$ cat config.mk
export PLATFORM = sky130hd
export DESIGN_NAME = tft_spi_top
export DESIGN_NICKNAME = d
export VERILOG_FILES = /design/src/tft_spi_pkg.sv /design/src/spi_frame_serializer.sv /design/src/tft_pin_driver.sv /design/src/tft_spi_top.sv /design/src/tft_write_buffer.sv
export SDC_FILE = /design/constraint.sdc
export NUM_CORES = 1
export LEC_CHECK = 0
export BUFFER_PORTS_ARGS = -buffer_cell sky130_fd_sc_hd__buf_2
export CORE_ASPECT_RATIO = 1.25
export CORE_MARGIN = 2
export CORE_UTILIZATION = 57
export DETAILED_ROUTE_END_ITERATION = 16
export PLACE_DENSITY = 0.79
export SLEW_MARGIN = 25
export SYNTH_ARGS = -nofsm -noshare
export SYNTH_HDL_FRONTEND = slang
export SYNTH_SLANG_ARGS = --single-unit
$ cat constraint.sdc
create_clock -name clk -period 3.9 [get_ports clk]
set_clock_uncertainty 0.05 [all_clocks]
set_input_delay 0.39 -clock clk [delete_from_list [all_inputs] [get_ports clk]]
set_output_delay 0.39 -clock clk [all_outputs]
set_load 0.03 [all_outputs]
$ cat src/tft_spi_pkg.sv
/*
 * Shared types and frame constants for the write-only TFT SPI link.
 * Import into module bodies; use scoped names in port lists.
 */

package tft_spi_pkg;

    // address or data word from the memory handler
    typedef logic [31:0] word_t;

    // one byte slice as it goes onto the wire
    typedef logic [7:0] byte_t;

    // serial frame, address byte high, data byte low
    typedef logic [15:0] frame_t;

    // bits shifted per chip select window
    localparam int FRAME_BITS = 16;

    // one frame per byte rank of the word pair
    localparam int FRAMES_PER_WRITE = 4;

    // serializer FSM
    // IDLE waits for a pending pair, LOAD copies it, SHIFT sends one frame,
    // CS_HIGH is the gap between frames, DONE raises ack
    typedef enum logic [2:0] {
        IDLE    = 3'd0,
        LOAD    = 3'd1,
        SHIFT   = 3'd2,
        CS_HIGH = 3'd3,
        DONE    = 3'd4
    } spi_state_t;

endpackage

$ cat src/spi_frame_serializer.sv
/*
 * Frame serializer FSM. Copies a pending address/data pair, interleaves
 * it into four address/data frames and shifts each one out MSB first.
 * Drives take to the buffer, shift_bit and frame_active to the pin driver.
 */

`timescale 1ns/100ps

module spi_frame_serializer (
    input  logic               clk,
    input  logic               nrst,
    input  logic               pending,
    input  tft_spi_pkg::word_t pend_address,
    input  tft_spi_pkg::word_t pend_data,
    output logic               take,
    output logic               shift_bit,
    output logic               frame_active,
    output logic               ack
);

    import tft_spi_pkg::*;

    spi_state_t state;
    spi_state_t next_state;

    // all frames of one write, first frame in the top bits
    logic [FRAME_BITS*FRAMES_PER_WRITE-1:0] interleaved;
    logic [FRAME_BITS*FRAMES_PER_WRITE-1:0] frame_store;

    // frame on the wire
    frame_t shift_reg;

    logic [3:0] bit_count;
    logic [1:0] frame_count;
    logic       last_bit;
    logic       last_frame;

    // address byte of rank idx next to data byte of the same rank
    function automatic frame_t pair_frame(
        input word_t       addr,
        input word_t       dat,
        input int unsigned idx
    );
        byte_t a_byte;
        byte_t d_byte;
        a_byte = addr[8*idx +: 8];
        d_byte = dat[8*idx +: 8];
        return {a_byte, d_byte};
    endfunction

    // rank 3 lands on top so it goes out first
    always_comb begin
        interleaved = '0;
        for (int i = 0; i < FRAMES_PER_WRITE; i++) begin
            interleaved[FRAME_BITS*i +: FRAME_BITS] = pair_frame(pend_address, pend_data, i);
        end
    end

    assign last_bit   = (bit_count == 4'(FRAME_BITS - 1));
    assign last_frame = (frame_count == 2'(FRAMES_PER_WRITE - 1));

    // state register
    always_ff @(posedge clk or negedge nrst) begin
        if (!nrst) begin
            state <= IDLE;
        end else begin
            state <= next_state;
        end
    end

    // next state
    always_comb begin
        next_state = state;
        case (state)
            IDLE: begin
                if (pending) begin
                    next_state = LOAD;
                end
            end
            LOAD: begin
                next_state = SHIFT;
            end
            SHIFT: begin
                if (last_bit) begin
                    next_state = CS_HIGH;
                end
            end
            CS_HIGH: begin
                // one cycle gap, then next frame or finish
                next_state = last_frame ? DONE : SHIFT;
            end
            DONE: begin
                next_state = IDLE;
            end
            default: begin
                next_state = IDLE;
            end
        endcase
    end

    // bit and frame counters
    always_ff @(posedge clk or negedge nrst) begin
        if (!nrst) begin
            bit_count   <= '0;
            frame_count <= '0;
        end else begin
            case (state)
                LOAD: begin
                    bit_count   <= '0;
                    frame_count <= '0;
                end
                SHIFT: begin
                    // wraps back to zero after the last bit
                    bit_count <= bit_count + 4'd1;
                end
                CS_HIGH: begin
                    bit_count   <= '0;
                    frame_count <= frame_count + 2'd1;
                end
                default: begin
                    bit_count <= bit_count;
                end
            endcase
        end
    end

    // frame store and shift register
    always_ff @(posedge clk) begin
        case (state)
            LOAD: begin
                // own copy, buffer is free to refill from here on
                frame_store <= interleaved;
                shift_reg   <= interleaved[FRAME_BITS*FRAMES_PER_WRITE-1 -: FRAME_BITS];
            end
            SHIFT: begin
                shift_reg <= {shift_reg[FRAME_BITS-2:0], 1'b0};
            end
            CS_HIGH: begin
                // next frame sits just below the one just sent
                frame_store <= frame_store << FRAME_BITS;
                shift_reg   <= frame_store[FRAME_BITS*(FRAMES_PER_WRITE-1)-1 -: FRAME_BITS];
            end
            default: begin
                shift_reg <= shift_reg;
            end
        endcase
    end

    // outputs, decoded from state
    assign take         = (state == LOAD);
    assign frame_active = (state == SHIFT);
    assign ack          = (state == DONE);
    assign shift_bit    = frame_active & shift_reg[FRAME_BITS-1];

    // frame window is exactly one frame long
    a_frame_len : assert property (
        @(posedge clk) disable iff (!nrst)
        $rose(frame_active) |-> frame_active[*FRAME_BITS] ##1 !frame_active
    ) else $error("frame_active window not %0d cycles", FRAME_BITS);

    // single-cycle ack once all frames and gaps after LOAD are done
    a_ack_pulse : assert property (
        @(posedge clk) disable iff (!nrst)
        take |-> ##(FRAMES_PER_WRITE*(FRAME_BITS+1)+1) ack ##1 !ack
    ) else $error("ack not a one-cycle pulse at the end of the write");

endmodule

$ cat src/tft_pin_driver.sv
/*
 * Display pin driver. Re-times serial data and chip select onto the
 * falling clock edge and gates clk into sclk only while a frame is open.
 */

`timescale 1ns/100ps

module tft_pin_driver (
    input  logic clk,
    input  logic nrst,
    input  logic shift_bit,
    input  logic frame_active,
    output logic bit_data,
    output logic chip_select,
    output logic sclk
);

    // bit_data as seen at the sclk rise
    logic sample_data;

    // launch on falling edge
    // half a cycle of setup before each sclk rise
    always_ff @(negedge clk or negedge nrst) begin
        if (!nrst) begin
            chip_select <= 1'b1;
            bit_data    <= 1'b0;
        end else begin
            // active low select
            chip_select <= !frame_active;
            bit_data    <= shift_bit;
        end
    end

    // gated serial clock
    // chip_select only moves while clk is low, so no runt pulses
    assign sclk = clk & !chip_select;

    always_ff @(posedge clk or negedge nrst) begin
        if (!nrst) begin
            sample_data <= 1'b0;
        end else begin
            sample_data <= bit_data;
        end
    end

    // data launched before the rise holds until clk falls again
    a_data_stable_high : assert property (
        @(negedge clk) disable iff (!nrst)
        !chip_select |-> bit_data == sample_data
    ) else $error("bit_data changed while sclk high");

endmodule

$ cat src/tft_spi_top.sv
/*
 * Top level of the TFT SPI link. Memory handler writes come in on wi,
 * address and data; ack returns per write; serial pins go to the display.
 */

`timescale 1ns/100ps

module tft_spi_top (
    input  logic               clk,
    input  logic               nrst,
    input  logic               wi,
    input  tft_spi_pkg::word_t address,
    input  tft_spi_pkg::word_t data,
    output logic               ack,
    output logic               bit_data,
    output logic               sclk,
    output logic               chip_select
);

    import tft_spi_pkg::*;

    // buffer to serializer
    logic  pending;
    word_t pend_address;
    word_t pend_data;

    // serializer to buffer
    logic take;

    // serializer to pin driver
    logic shift_bit;
    logic frame_active;

    // input side, one pair deep
    tft_write_buffer i_buffer (
        .clk          (clk),
        .nrst         (nrst),
        .wi           (wi),
        .address      (address),
        .data         (data),
        .take         (take),
        .pending      (pending),
        .pend_address (pend_address),
        .pend_data    (pend_data)
    );

    // frame FSM
    spi_frame_serializer i_serializer (
        .clk          (clk),
        .nrst         (nrst),
        .pending      (pending),
        .pend_address (pend_address),
        .pend_data    (pend_data),
        .take         (take),
        .shift_bit    (shift_bit),
        .frame_active (frame_active),
        .ack          (ack)
    );

    // output side, falling edge re-timing
    tft_pin_driver i_pin_driver (
        .clk          (clk),
        .nrst         (nrst),
        .shift_bit    (shift_bit),
        .frame_active (frame_active),
        .bit_data     (bit_data),
        .chip_select  (chip_select),
        .sclk         (sclk)
    );

endmodule

$ cat src/tft_write_buffer.sv
/*
 * One-deep write buffer between the memory handler and the serializer.
 * Holds an address/data pair from wi until the serializer pulses take.
 */

`timescale 1ns/100ps

module tft_write_buffer (
    input  logic               clk,
    input  logic               nrst,
    input  logic               wi,
    input  tft_spi_pkg::word_t address,
    input  tft_spi_pkg::word_t data,
    input  logic               take,
    output logic               pending,
    output tft_spi_pkg::word_t pend_address,
    output tft_spi_pkg::word_t pend_data
);

    // write is accepted when the slot is free or being emptied now
    logic accept;

    assign accept = wi && (!pending || take);

    // pending flag
    // refill wins over take, so a same-cycle wi keeps it high
    always_ff @(posedge clk or negedge nrst) begin
        if (!nrst) begin
            pending <= 1'b0;
        end else begin
            if (accept) begin
                pending <= 1'b1;
            end else if (take) begin
                pending <= 1'b0;
            end
        end
    end

    // stored pair
    // only overwritten by an accepted write, a dropped wi leaves it alone
    always_ff @(posedge clk) begin
        if (accept) begin
            pend_address <= address;
            pend_data    <= data;
        end
    end

    // memory handler must not write into a full slot,
    // unless the serializer is taking the old pair this cycle
    a_no_overrun : assert property (
        @(posedge clk) disable iff (!nrst)
        wi |-> (!pending || take)
    ) else $error("write buffer overrun, wi while pending without take");

    // serializer only takes what is actually there
    a_take_when_pending : assert property (
        @(posedge clk) disable iff (!nrst)
        take |-> pending
    ) else $error("take pulsed with empty write buffer");

endmodule

**Yosys cells after proc, flatten, opt, wreduce, memory -nomap -nowiden**

Cells that the tools add are included.

- Register bits: 140
- Input port bits: 67
- Output and inout bits: 4
- Logic and storage cells: 44

- Add/sub/neg operators: 2
- Equal/unequal tests: 8
- Mux-type cells: 10
- Bitwise gates (word level): 2
- Reductions and logical operators: 12

Operators by type and width:

| operator | count |
|---|---|
| case mux 48 bit (2 select lines) | 1 |
| case mux 16 bit (3 select lines) | 1 |
| case mux 3 bit (4 select lines) | 1 |
| 2-to-1 mux 3 bit | 3 |
| case mux 4 bit (2 select lines) | 1 |
| equality test 3 x 2 -> 1 bit (second input constant) | 2 |
| nonzero test 2 bit | 3 |
| adder 4 x 1 -> 4 bit (second input constant) | 1 |
| equality test 4 bit (second input constant) | 1 |
| != test 2 bit (second input constant) | 2 |
| case mux 2 bit (2 select lines) | 1 |
| equality test 3 x 1 -> 1 bit (second input constant) | 1 |
| equality test 3 bit (second input constant) | 1 |
| zero test 1 bit | 3 |
| zero test 3 bit | 1 |
| nonzero test 3 bit | 1 |
| adder 2 x 1 -> 2 bit (second input constant) | 1 |
| AND 1 bit | 2 |
| equality test 2 bit (second input constant) | 1 |
| 2-to-1 mux 1 bit | 2 |
| AND reduction 2 bit | 1 |
| OR reduction 2 bit | 1 |
| logical AND 1 bit | 1 |
| logical OR 1 bit | 1 |

**Logic depth before layout (Yosys ltp)**

Gate-level depths: netlist of the first run.

- Depth in word-level cells: 4
- Gate-level depth with buffers: 6
- Mapped depth without buffers: 4

**Modules after synthesis**

From an unflattened synthesis of the first run, not the netlist that was laid out.

- Cell total of the unflattened synthesis: 295
- Area total of the unflattened synthesis: 5,445.2 µm²

By module, submodules not included:

| module | instances | cells each | area each (µm²) | sequential area each (µm²) |
|---|---|---|---|---|
| spi_frame_serializer | 1 | 222 | 3,407.0 | 2,147.1 |
| tft_write_buffer | 1 | 68 | 1,965.6 | 1,946.9 |
| tft_pin_driver | 1 | 5 | 72.6 | 51.3 |

==> results of run 1 <==
==> path summary, 6_finish.rpt <==
kind,startpoint,endpoint,slack [ps],cells after the start
setup / recovery,i_pin_driver.chip_select,sclk,370,2
hold / removal,data[4],i_buffer.pend_data[4],100,1
setup reg to reg,i_serializer.state[1],i_pin_driver.bit_data,780,2
hold reg to reg,i_serializer.frame_count[1],i_serializer.frame_count[1],460,1
max in group asynchronous,nrst,i_pin_driver.chip_select,1270,2
min in group asynchronous,nrst,i_serializer.frame_count[1],330,2
==> report_power, final <==
| group | switching, mW | internal [mW] |
|---|---|---|
| Combinational | 0.0121 | 0.0235 |
| Sequential | 0.000000000000000867 | 1.63 |
| Clock | 0.595 | 1.13 |
| Total | 0.607 | 2.78 |
==> timing repair <==
item / 4_1_cts / 5_1_grt
hold buffers: 1 / 0
setup endpoints to repair: 0 / 0
endpoints found under the hold margin: 10 / 0
resized for setup: 0 / 0
==> through the flow <==
step	setup slack, ps	utilization [%]	hold WS [ps]	instance area (um^2)	std cells
3_3_place_gp	817.6	63.26	223.7	5803	470
3_5_place_dp	809.7	63.26	227.4	5803	470
6_report	373.7	70.25	103.0	6445	504
4_1_cts	355.9	70.24	85.84	6444	504
2_1_floorplan	686.2	-	44.41	5388	288
5_1_grt	299.7	70.25	83.97	6445	504
==> kinds of logic after synthesis <==
kind of cell | count (synthesis) | share of synthesized area, %
buffers and inverters | 16 | 2.392
and+or+nand+nor | 54 | 5.550
adders and majority gates | 2 | 0.4644
DFF | 140 | 76.94
muxes | 49 | 11.80
AOI/OAI and AO/OA | 27 | 2.857
==> synthesized netlist by cell type (all sizes together) <==
library cell    n  area [um^2]
buf             9        102.6
and2b           1        7.510
o21ai          20        100.1
nor2            3        27.53
a32oi           1        8.760
mux2           32        465.4
dfrtp          10        250.2
mux2i          17        170.2
dfstp           1        26.28
dfrtn           1        25.02
nand2b          3        26.27
nand3           1        5.000
edfxtp        128         3844
and3            2        12.51
nand2          22        82.58
a21oi           2        10.01
nor3            1        5.000
a22o            3        26.28
nor3b           1        7.510
nor2b           2        12.51
inv             3        11.26
clkbuf          4        15.01
a41oi           1        8.760
or3             1        6.260
ha              2        25.02
and2           17        106.4
==> worst max-delay path, stage by stage (launching register included) <==
cell     delay, ps
dfstp_2        510
nor2_1          30
buf_2          160
==> layer usage <==
layer  up-vias  GRT usage [%]  routed length (um)
met5         -              0                   0
met3        17          6.258                 368
met2        69          27.21                4086
li1       1252              -                   -
met1      1235          20.13                3274
met4         0          8.283                 178
==> area by class of cell <==
| cell class | count | share of cell area (%) |
|---|---|---|
| Timing Repair Buffer | 72 | 5.941 |
| Clock buffer | 19 | 6.737 |
| Inverter | 2 | 0.1359 |
| Multi-Input combinational cell | 132 | 17.30 |
| Sequential cell | 140 | 64.32 |
| Clock inverter | 16 | 3.184 |
| Tap cell | 123 | 2.388 |
==> run_results.csv, run 1 <==
group,metric,value,unit
placement,gp_congestion,0.8354,
sta,rsz0062_at_grt,"false",
floorplan,num_rows,39,
layout,fin_nets,437,
global_routing,grt_max_degree,50,
synth,yosysSeqAreaShare,76.94,%
floorplan,initial_utilization,58.73,%
worst_setup_path,required,3460,ps
synth,synth_cell_type_count,32,
sta,maxSlewViolCount,0,
clocking,clock_path_buffers,2,
power,peakVddDrop,0.3687,mV
detailed_routing,first_iter_violations,207,
power,power.total,3.392,mW
clocking,cts_tree,"built",
detailed_routing,wirelength,7.907,mm
layout,areaGrowthSynthToFinish,19.62,%
synth,syn_area_per_cell,18.71,um^2
global_routing,antenna_found_initial,0,
outcome,status,"finished, final reports clean",
power,power.leakage,2.340,nW
worst_setup_path,startpoint_type,"flop",
detailed_routing,via_per_inst,5.105,
worst_setup_path,path_class,"flop to primary output",
worst_setup_path,path_max_fanout,2,
clocking,cts_buffers,17,
layout,mostFrequentLayoutCell,"edfxtp_1",
layout,largest_register,"i_serializer.frame_store",
floorplan,fp.dieH,112.7,um
synth,syn-num-nets,357,
floorplan,io_pins,71,
layout,drive_above_1_share,35.96,%
sta,relSlewSlack,43.91,%
synth,synth_warnings,0,
global_routing,grt_pass1_wl,12.84,mm
floorplan,die-area,10250,um^2
layout,mostFrequentLayoutCells,"128 x edfxtp_1, 70 x buf_2, 28 x mux2_4",
layout,nFillCells,632,
placement,portBuffers,70,
worst_setup_path,end_kind,"primary output",
sta,worstMarginPinSlew,841.4,ps
sta,tns,0,ps
sta,hold_viol,0,
clocking,root_buffer,"clkbuf_16",
clocking,post-cts-setup-buffers,0,
global_routing,grt-ovfl-total,0,
worst_setup_path,crit_arrival,3090,ps
layout,antennaDiodeCount,0,
layout,largest_register_ffs,48,
global_routing,grt_pass1_vias,2685,
clocking,clk_pin_slew,60,ps
clocking,worstSkewPairLatency,400,ps
synth,mappedNetlistArea,5388,um^2
clocking,h-tree-depth,4,
hold_path,hold_class,"input port to flop",
layout,top_regs,"i_serializer.frame_store x48, i_buffer.pend_address x32, i_buffer.pend_data x32",
sta,setup-violations-final,0,
detailed_routing,ant_nets,0,
detailed_routing,firstDrtPassIters,4,
floorplan,die_x,90.96,um
detailed_routing,drc,0,
floorplan,core_area,9174,um^2
layout,multi_input_area,1115,um^2
power,power.density,526.3,nW/um^2
synth,ys_ff_latch,140,
placement,hpwlAfterDp,4.771,mm
detailed_routing,vias,2573,
global_routing,grt_usage,16.86,%
job,maxCapViolations,0,
detailed_routing,drt-wirelength-per-cell,15.69,um
layout,seq_area,4145,um^2
synth,synthCells,288,
Note: power is estimated with default switching activity, not from simulation.
==> run 2: changes to the inputs <==
--- a/config.mk
+++ b/config.mk
@@ -8,9 +8,9 @@
 export BUFFER_PORTS_ARGS = -buffer_cell sky130_fd_sc_hd__buf_2
 export CORE_ASPECT_RATIO = 1.25
 export CORE_MARGIN = 2
-export CORE_UTILIZATION = 57
+export CORE_UTILIZATION = 61
 export DETAILED_ROUTE_END_ITERATION = 16
-export PLACE_DENSITY = 0.79
+export PLACE_DENSITY = 0.84
 export SLEW_MARGIN = 25
 export SYNTH_ARGS = -nofsm -noshare
 export SYNTH_HDL_FRONTEND = slang
==> constraint.sdc (replaced) <==
create_clock -name clk -period 4.4 [get_ports clk]
set_clock_uncertainty 0.05 [all_clocks]
set_input_delay 0.44 -clock clk [delete_from_list [all_inputs] [get_ports clk]]
set_output_delay 0.44 -clock clk [all_outputs]
set_load 0.03 [all_outputs]
==> run 2 against run 1 <==
First-iteration DRC count down 19%. Non-clock buffer count did not move. Total power decreased by 13%. Routed wire length increased by 3.1%. Cell count shrank 0.60%. Register-to-register slack better by 180 ps. Critical path type unchanged. Critical endpoint unchanged. Largest power group unchanged.
==> run_results.csv, run 2 (same netlist as run 1, synthesis figures left out) <==
group,metric,value,unit
placement,place_ws,1012,ps
global_routing,grt_pass1_vias,2599,
global_routing,grt-ovfl-total,0,
layout,finalCoreUtilization,74.00,%
placement,portBuffers,70,
layout,drive_above_1_share,36.22,%
layout,stdcell_count,501,
worst_setup_path,worstSetupEndpoint,"sclk",
sta,hold_ws,44.23,ps
placement,hpwlAfterDp,4.876,mm
worst_setup_path,r2r-start,"i_serializer.state[1]",
floorplan,die-area,9605,um^2
floorplan,core_area,8653,um^2
worst_setup_path,r2r_setup_slack,960,ps
global_routing,grt.busiest_layer,"met2",
worst_setup_path,r2r_cells,2,
layout,fin_nets,437,
clocking,clk_pin_slew,60,ps
job,maxCapViolations,0,
layout,mostFrequentLayoutCell,"edfxtp_1",
power,power.density,459.6,nW/um^2
power,peakVddDrop,0.3547,mV
layout,areaGrowthSynthToFinish,18.86,%
detailed_routing,drc,0,
detailed_routing,vias,2582,
detailed_routing,first_iter_violations,167,
floorplan,io_pins,71,
layout,largest_register,"i_serializer.frame_store",
global_routing,grt_usage,18.64,%
clocking,worstSkewPairLatency,510,ps
power,power.leakage,2.332,nW
clocking,cts_tree,"built",
worst_setup_path,worstSetupStartpoint,"i_pin_driver.chip_select",
global_routing,antenna_found_initial,0,
detailed_routing,ant_nets,0,
sta,final.setup.worst_slack,511.2,ps
global_routing,grtUsageMet1,23.02,%
clocking,clock_path_buffers,2,
global_routing,use_met3,6.207,%
global_routing,grt_use_met2,29.33,%
clocking,h-tree-depth,4,
layout,antennaDiodeCount,0,
global_routing,grt_pass1_wl,12.77,mm
hold_path,hold_class,"input port to flop",
placement,dp_cells,467,
worst_setup_path,path_class,"flop to primary output",
placement,gp_congestion,0.7498,
detailed_routing,drt-wirelength-per-cell,16.27,um
outcome,status,"finished, final reports clean",
sta,worstMarginPinSlew,831.3,ps
detailed_routing,via_per_inst,5.154,
sta,setup-violations-final,0,
worst_setup_path,crit_arrival,3400,ps
floorplan,fp.dieH,109.1,um
detailed_routing,wirelength,8.150,mm
layout,largest_register_ffs,48,
sta,relSlewSlack,44.52,%
worst_setup_path,path_max_fanout,2,
clocking,root_buffer,"clkbuf_8",
layout,mostFrequentLayoutCells,"128 x edfxtp_1, 70 x buf_2, 28 x mux2_4",
sta,rsz0062_at_grt,"false",
worst_setup_path,startpoint_type,"flop",
worst_setup_path,required,3910,ps
global_routing,grt_max_degree,50,
layout,top_regs,"i_serializer.frame_store x48, i_buffer.pend_address x32, i_buffer.pend_data x32",
sta,tns,0,ps
sta,hold_viol,0,
floorplan,initial_utilization,62.26,%
sta,maxSlewViolCount,0,
floorplan,num_rows,38,
floorplan,die_x,88.06,um
worst_setup_path,end_kind,"primary output",
clocking,cts_buffers,17,
clocking,post-cts-setup-buffers,0,
worst_setup_path,rr_endpoint,"i_pin_driver.bit_data",
detailed_routing,firstDrtPassIters,4,
-- run 2: cell types whose count changed in the layout (fill, tap and decap cells not counted), sizes merged --
| cell | before | now |
|---|---|---|
| bufinv | 5 | 4 |
| clkinvlp | 3 | 2 |
| clkinv | 7 | 8 |
| clkbuf | 18 | 19 |
-- run 2: worst max-delay path, stage by stage, from the launching register on --
cell	delay, ps
dfstp_2	510
nor2_1	30
buf_2	160
-- run 2: how the worst min path moves through the flow --
stage / end / cells after the start / slack (ps) / start
detailed placement: i_serializer.frame_count[0] / 1 / 270 / nrst
CTS: i_buffer.pend_data[11] / 1 / 20 / data[11]
finish: i_buffer.pend_address[5] / 1 / 40 / address[5]
floorplan: i_buffer.pending / 0 / 90 / nrst
global placement: i_serializer.frame_count[0] / 1 / 270 / nrst
global route: i_buffer.pend_data[5] / 1 / 20 / data[5]
-- run 2: cell type report --
type | instances | area (um^2)
tap | 120 | 150.1
multi-input combinational | 132 | 1115
inverter | 2 | 8.758
timing repair buffer | 72 | 370.4
fill | 542 | 2250
clock inverter | 15 | 177.7
sequential | 140 | 4145
clock buffer | 20 | 436.7
-- run 2: timing repair --
item / in CTS / in global routing
resized for setup: 0 / 0
hold buffers: 1 / 0
endpoints found under the hold margin: 10 / 0
-- run 2: power by group --
group | total (mW) | switching (mW) | internal [mW]
combinational | 0.0314 | 0.0105 | 0.0208
clock | 1.47 | 0.532 | 0.937
sequential | 1.44 | 0.000000000000000801 | 1.44
-- run 2: routing by layer --
layer  routed length [um]  vias to the layer above
met1                 3534                     1237
met4                  200                        0
met2                 4060                       78
li1                     -                     1243
met5                    0                        -
met3                  354                       24
-- run 2: stage by stage --
step,area [um^2],total power [mW]
floorplan,5388,1.499
global placement,5787,1.536
detailed placement,5787,1.537
CTS,6402,2.961
global route,6404,3.023
finish,6404,2.943
==> run 3: changes to the inputs <==
--- a/config.mk
+++ b/config.mk
@@ -14,4 +14,5 @@
 export SLEW_MARGIN = 25
 export SYNTH_ARGS = -nofsm -noshare
 export SYNTH_HDL_FRONTEND = slang
+export SYNTH_HIERARCHICAL = 1
 export SYNTH_SLANG_ARGS = --single-unit
==> run 3 against run 2 <==
Sequential cell count unchanged. Global-route usage is 6.1 points higher. Setup slack worse by 180 ps. Synthesized cell count is 2.4% higher. Highest routed layer unchanged.
==> run_results.csv, run 3 <==
group,metric,value,unit
sta,maxSlewViolCount,0,
synth,synth_commonest_cells,"128 x edfxtp_1, 32 x mux2_4, 25 x nand2_1",
clocking,worstSkewPairLatency,630,ps
worst_setup_path,rr_endpoint,"i_pin_driver/bit_data",
synth,synth_cell_type_count,33,
worst_setup_path,cpPeakStageDelay,550,ps
floorplan,die-area,9703,um^2
sta,hold_viol,0,
worst_setup_path,path_delay_family,"flip-flops",
detailed_routing,firstDrtPassIters,4,
job,maxCapViolations,0,
sta,setup-violations-final,0,
global_routing,grt_pass1_wl,16.27,mm
sta,rsz0062_at_grt,"false",
placement,portBuffers,70,
placement,gp_congestion,0.7212,
synth,yosysSeqAreaShare,76.13,%
synth,mappedNetlistArea,5445,um^2
detailed_routing,drc,0,
global_routing,grt_usage,24.71,%
layout,stdcell_count,575,
synth,syn_area_per_cell,18.46,um^2
clocking,post-cts-setup-buffers,0,
sta,hold_ws,179.9,ps
layout,areaGrowthSynthToFinish,31.85,%
synth,synthFlopType,"edfxtp_1",
synth,synthCells,295,
floorplan,die_x,88.51,um
worst_setup_path,path_max_fanout,2,
worst_setup_path,crit_arrival,3570,ps
global_routing,grt-ovfl-total,0,
layout,top_regs,"i_serializer/frame_store x48, i_buffer/pend_address x32, i_buffer/pend_data x32",
synth,synth_most_common_cell,"edfxtp_1",
synth,synthTopCellsByArea,"edfxtp_1 71%, mux2_4 8.8%, dfrtp_1 4.6%",
worst_setup_path,cp_num_buf_inv,1,
synth,synthArstFlopShare,8.571,%
floorplan,fp.dieH,109.6,um
layout,fin_nets,511,
synth,syn-num-nets,364,
layout,largest_register_ffs,48,
layout,mostFrequentLayoutCells,"128 x edfxtp_1, 70 x buf_2, 66 x dlygate4sd3_1",
placement,dp_cells,474,
global_routing,grt_pass1_vias,3237,
power,power.density,441.8,nW/um^2
worst_setup_path,r2r_cells,3,
floorplan,core_area,8701,um^2
detailed_routing,ant_nets,0,
global_routing,antenna_found_initial,0,
worst_setup_path,r2r_setup_slack,1010,ps
sta,relSlewSlack,48.76,%
global_routing,grt_max_degree,53,
layout,nFillCells,390,
layout,antennaDiodeCount,0,
detailed_routing,vias,3093,
placement,post_dp_cell_area,5834,um^2
floorplan,io_pins,71,
sta,tns,0,ps
detailed_routing,drt-wirelength-per-cell,18.99,um
worst_setup_path,startpoint_type,"flop",
detailed_routing,via_per_inst,5.379,
synth,netlist.top_cell.by_area,"edfxtp_1",
clocking,cts_tree,"built",
synth,synth_warnings,6,
power,power.leakage,2.778,nW
synth,synth-edff-count,128,
worst_setup_path,required,3910,ps
outcome,status,"finished, final reports clean",
worst_setup_path,critical_path.cell_chain,"nor2b_4 -> buf_2",
layout,largest_register,"i_serializer/frame_store",
floorplan,num_rows,38,
clocking,cts_resized,0,
clocking,clk_pin_slew,60,ps
synth,ys_ff_latch,140,
floorplan,initial_utilization,62.58,%
worst_setup_path,end_kind,"primary output",
worst_setup_path,path_class,"flop to primary output",
synth,synth.top_cell.area_share,70.59,%
detailed_routing,wirelength,10.92,mm
placement,hpwlAfterDp,4.683,mm
layout,mostFrequentLayoutCell,"edfxtp_1",
hold_path,hold_class,"input port to asynchronous set/reset pin",
layout,final_area,7179,um^2
sta,worstMarginPinSlew,768.6,ps
worst_setup_path,crit_path_top_delay_cell,"dfstp_2",
detailed_routing,first_iter_violations,298,
layout,drive_above_1_share,32.31,%
worst_setup_path,r2r-start,"i_serializer/state[1]",
power,peakVddDrop,0.3312,mV
run 3: changes by cell type in the layout (fill, tap and decap cells not counted), moves of 2 or more:
cell           change
a2bb2oi_1          +2
mux2_4             +4
nand2_1            +3
clkinv_4           +2
clkinv_1           -3
nor2b_1            -2
mux2_2             -3
inv_6              +5
clkbuf_8           +2
dlygate4sd3_1     +65
clkinv_2           -4
a22o_1             -3
inv_1              +3
run 3: final cells by class:
| cell class | instances | area [um^2] | area share (%) |
|---|---|---|---|
| clock buffer | 22 | 485.5 | 6.762 |
| clock inverter | 15 | 207.7 | 2.893 |
| inverter | 5 | 23.77 | 0.3311 |
| multi-input combinational | 135 | 1139 | 15.86 |
| sequential | 140 | 4145 | 57.74 |
| tap | 120 | 150.1 | 2.091 |
| timing repair buffer | 138 | 1028 | 14.33 |
run 3: cell families after synthesis:
family | after synthesis | share of synthesized area [%]
AO/OA/AOI/OAI | 26 | 2.597
adder cells (fa/ha/maj) | 2 | 0.4595
buffers and inverters | 20 | 2.987
flip-flops | 140 | 76.13
multiplexers | 49 | 11.97
AND/OR/NAND/NOR | 58 | 5.859
run 3: worst max-delay path by stage:
| stage | startpoint | end | slack [ps] | cells after the start |
|---|---|---|---|---|
| after floorplan | i_pin_driver/chip_select | sclk | 990 | 1 |
| after detailed placement | i_pin_driver/chip_select | sclk | 980 | 2 |
| after CTS | i_pin_driver/chip_select | sclk | 310 | 2 |
| after global placement | i_pin_driver/chip_select | sclk | 990 | 2 |
| final | i_pin_driver/chip_select | sclk | 340 | 2 |
| after global routing | i_pin_driver/chip_select | sclk | 290 | 2 |
run 3: repair_timing:
| item | CTS | global route |
|---|---|---|
| hold buffers | 66 | 0 |
| setup endpoints to repair | 0 | 0 |
| endpoints found under the hold margin | 75 | 0 |
run 3: through the flow:
stage	util, %	setup WS [ps]	power, mW
final	82.51	335.2	3.172
after global routing	82.51	290.4	3.252
after CTS	82.51	310.5	3.170
after detailed placement	67.05	984.0	1.546
after global placement	67.05	987.1	1.546
after floorplan	-	991.7	1.509
run 3: per-layer routing:
metal  global-route usage [%]  part of all wire [%]  vias up
met5                        0                     0        -
met1                    28.58                    39     1539
met2                    39.58                    52      130
li1                         -                     -     1394
met4                    14.72                   3.4        0
met3                    8.709                   5.4       30
run 3: power by group:
group / switching (mW) / total, mW / internal, mW
clock: 0.607 / 1.65 / 1.04
combinational: 0.0225 / 0.0812 / 0.0587
sequential: 0.00000000000000104 / 1.44 / 1.44
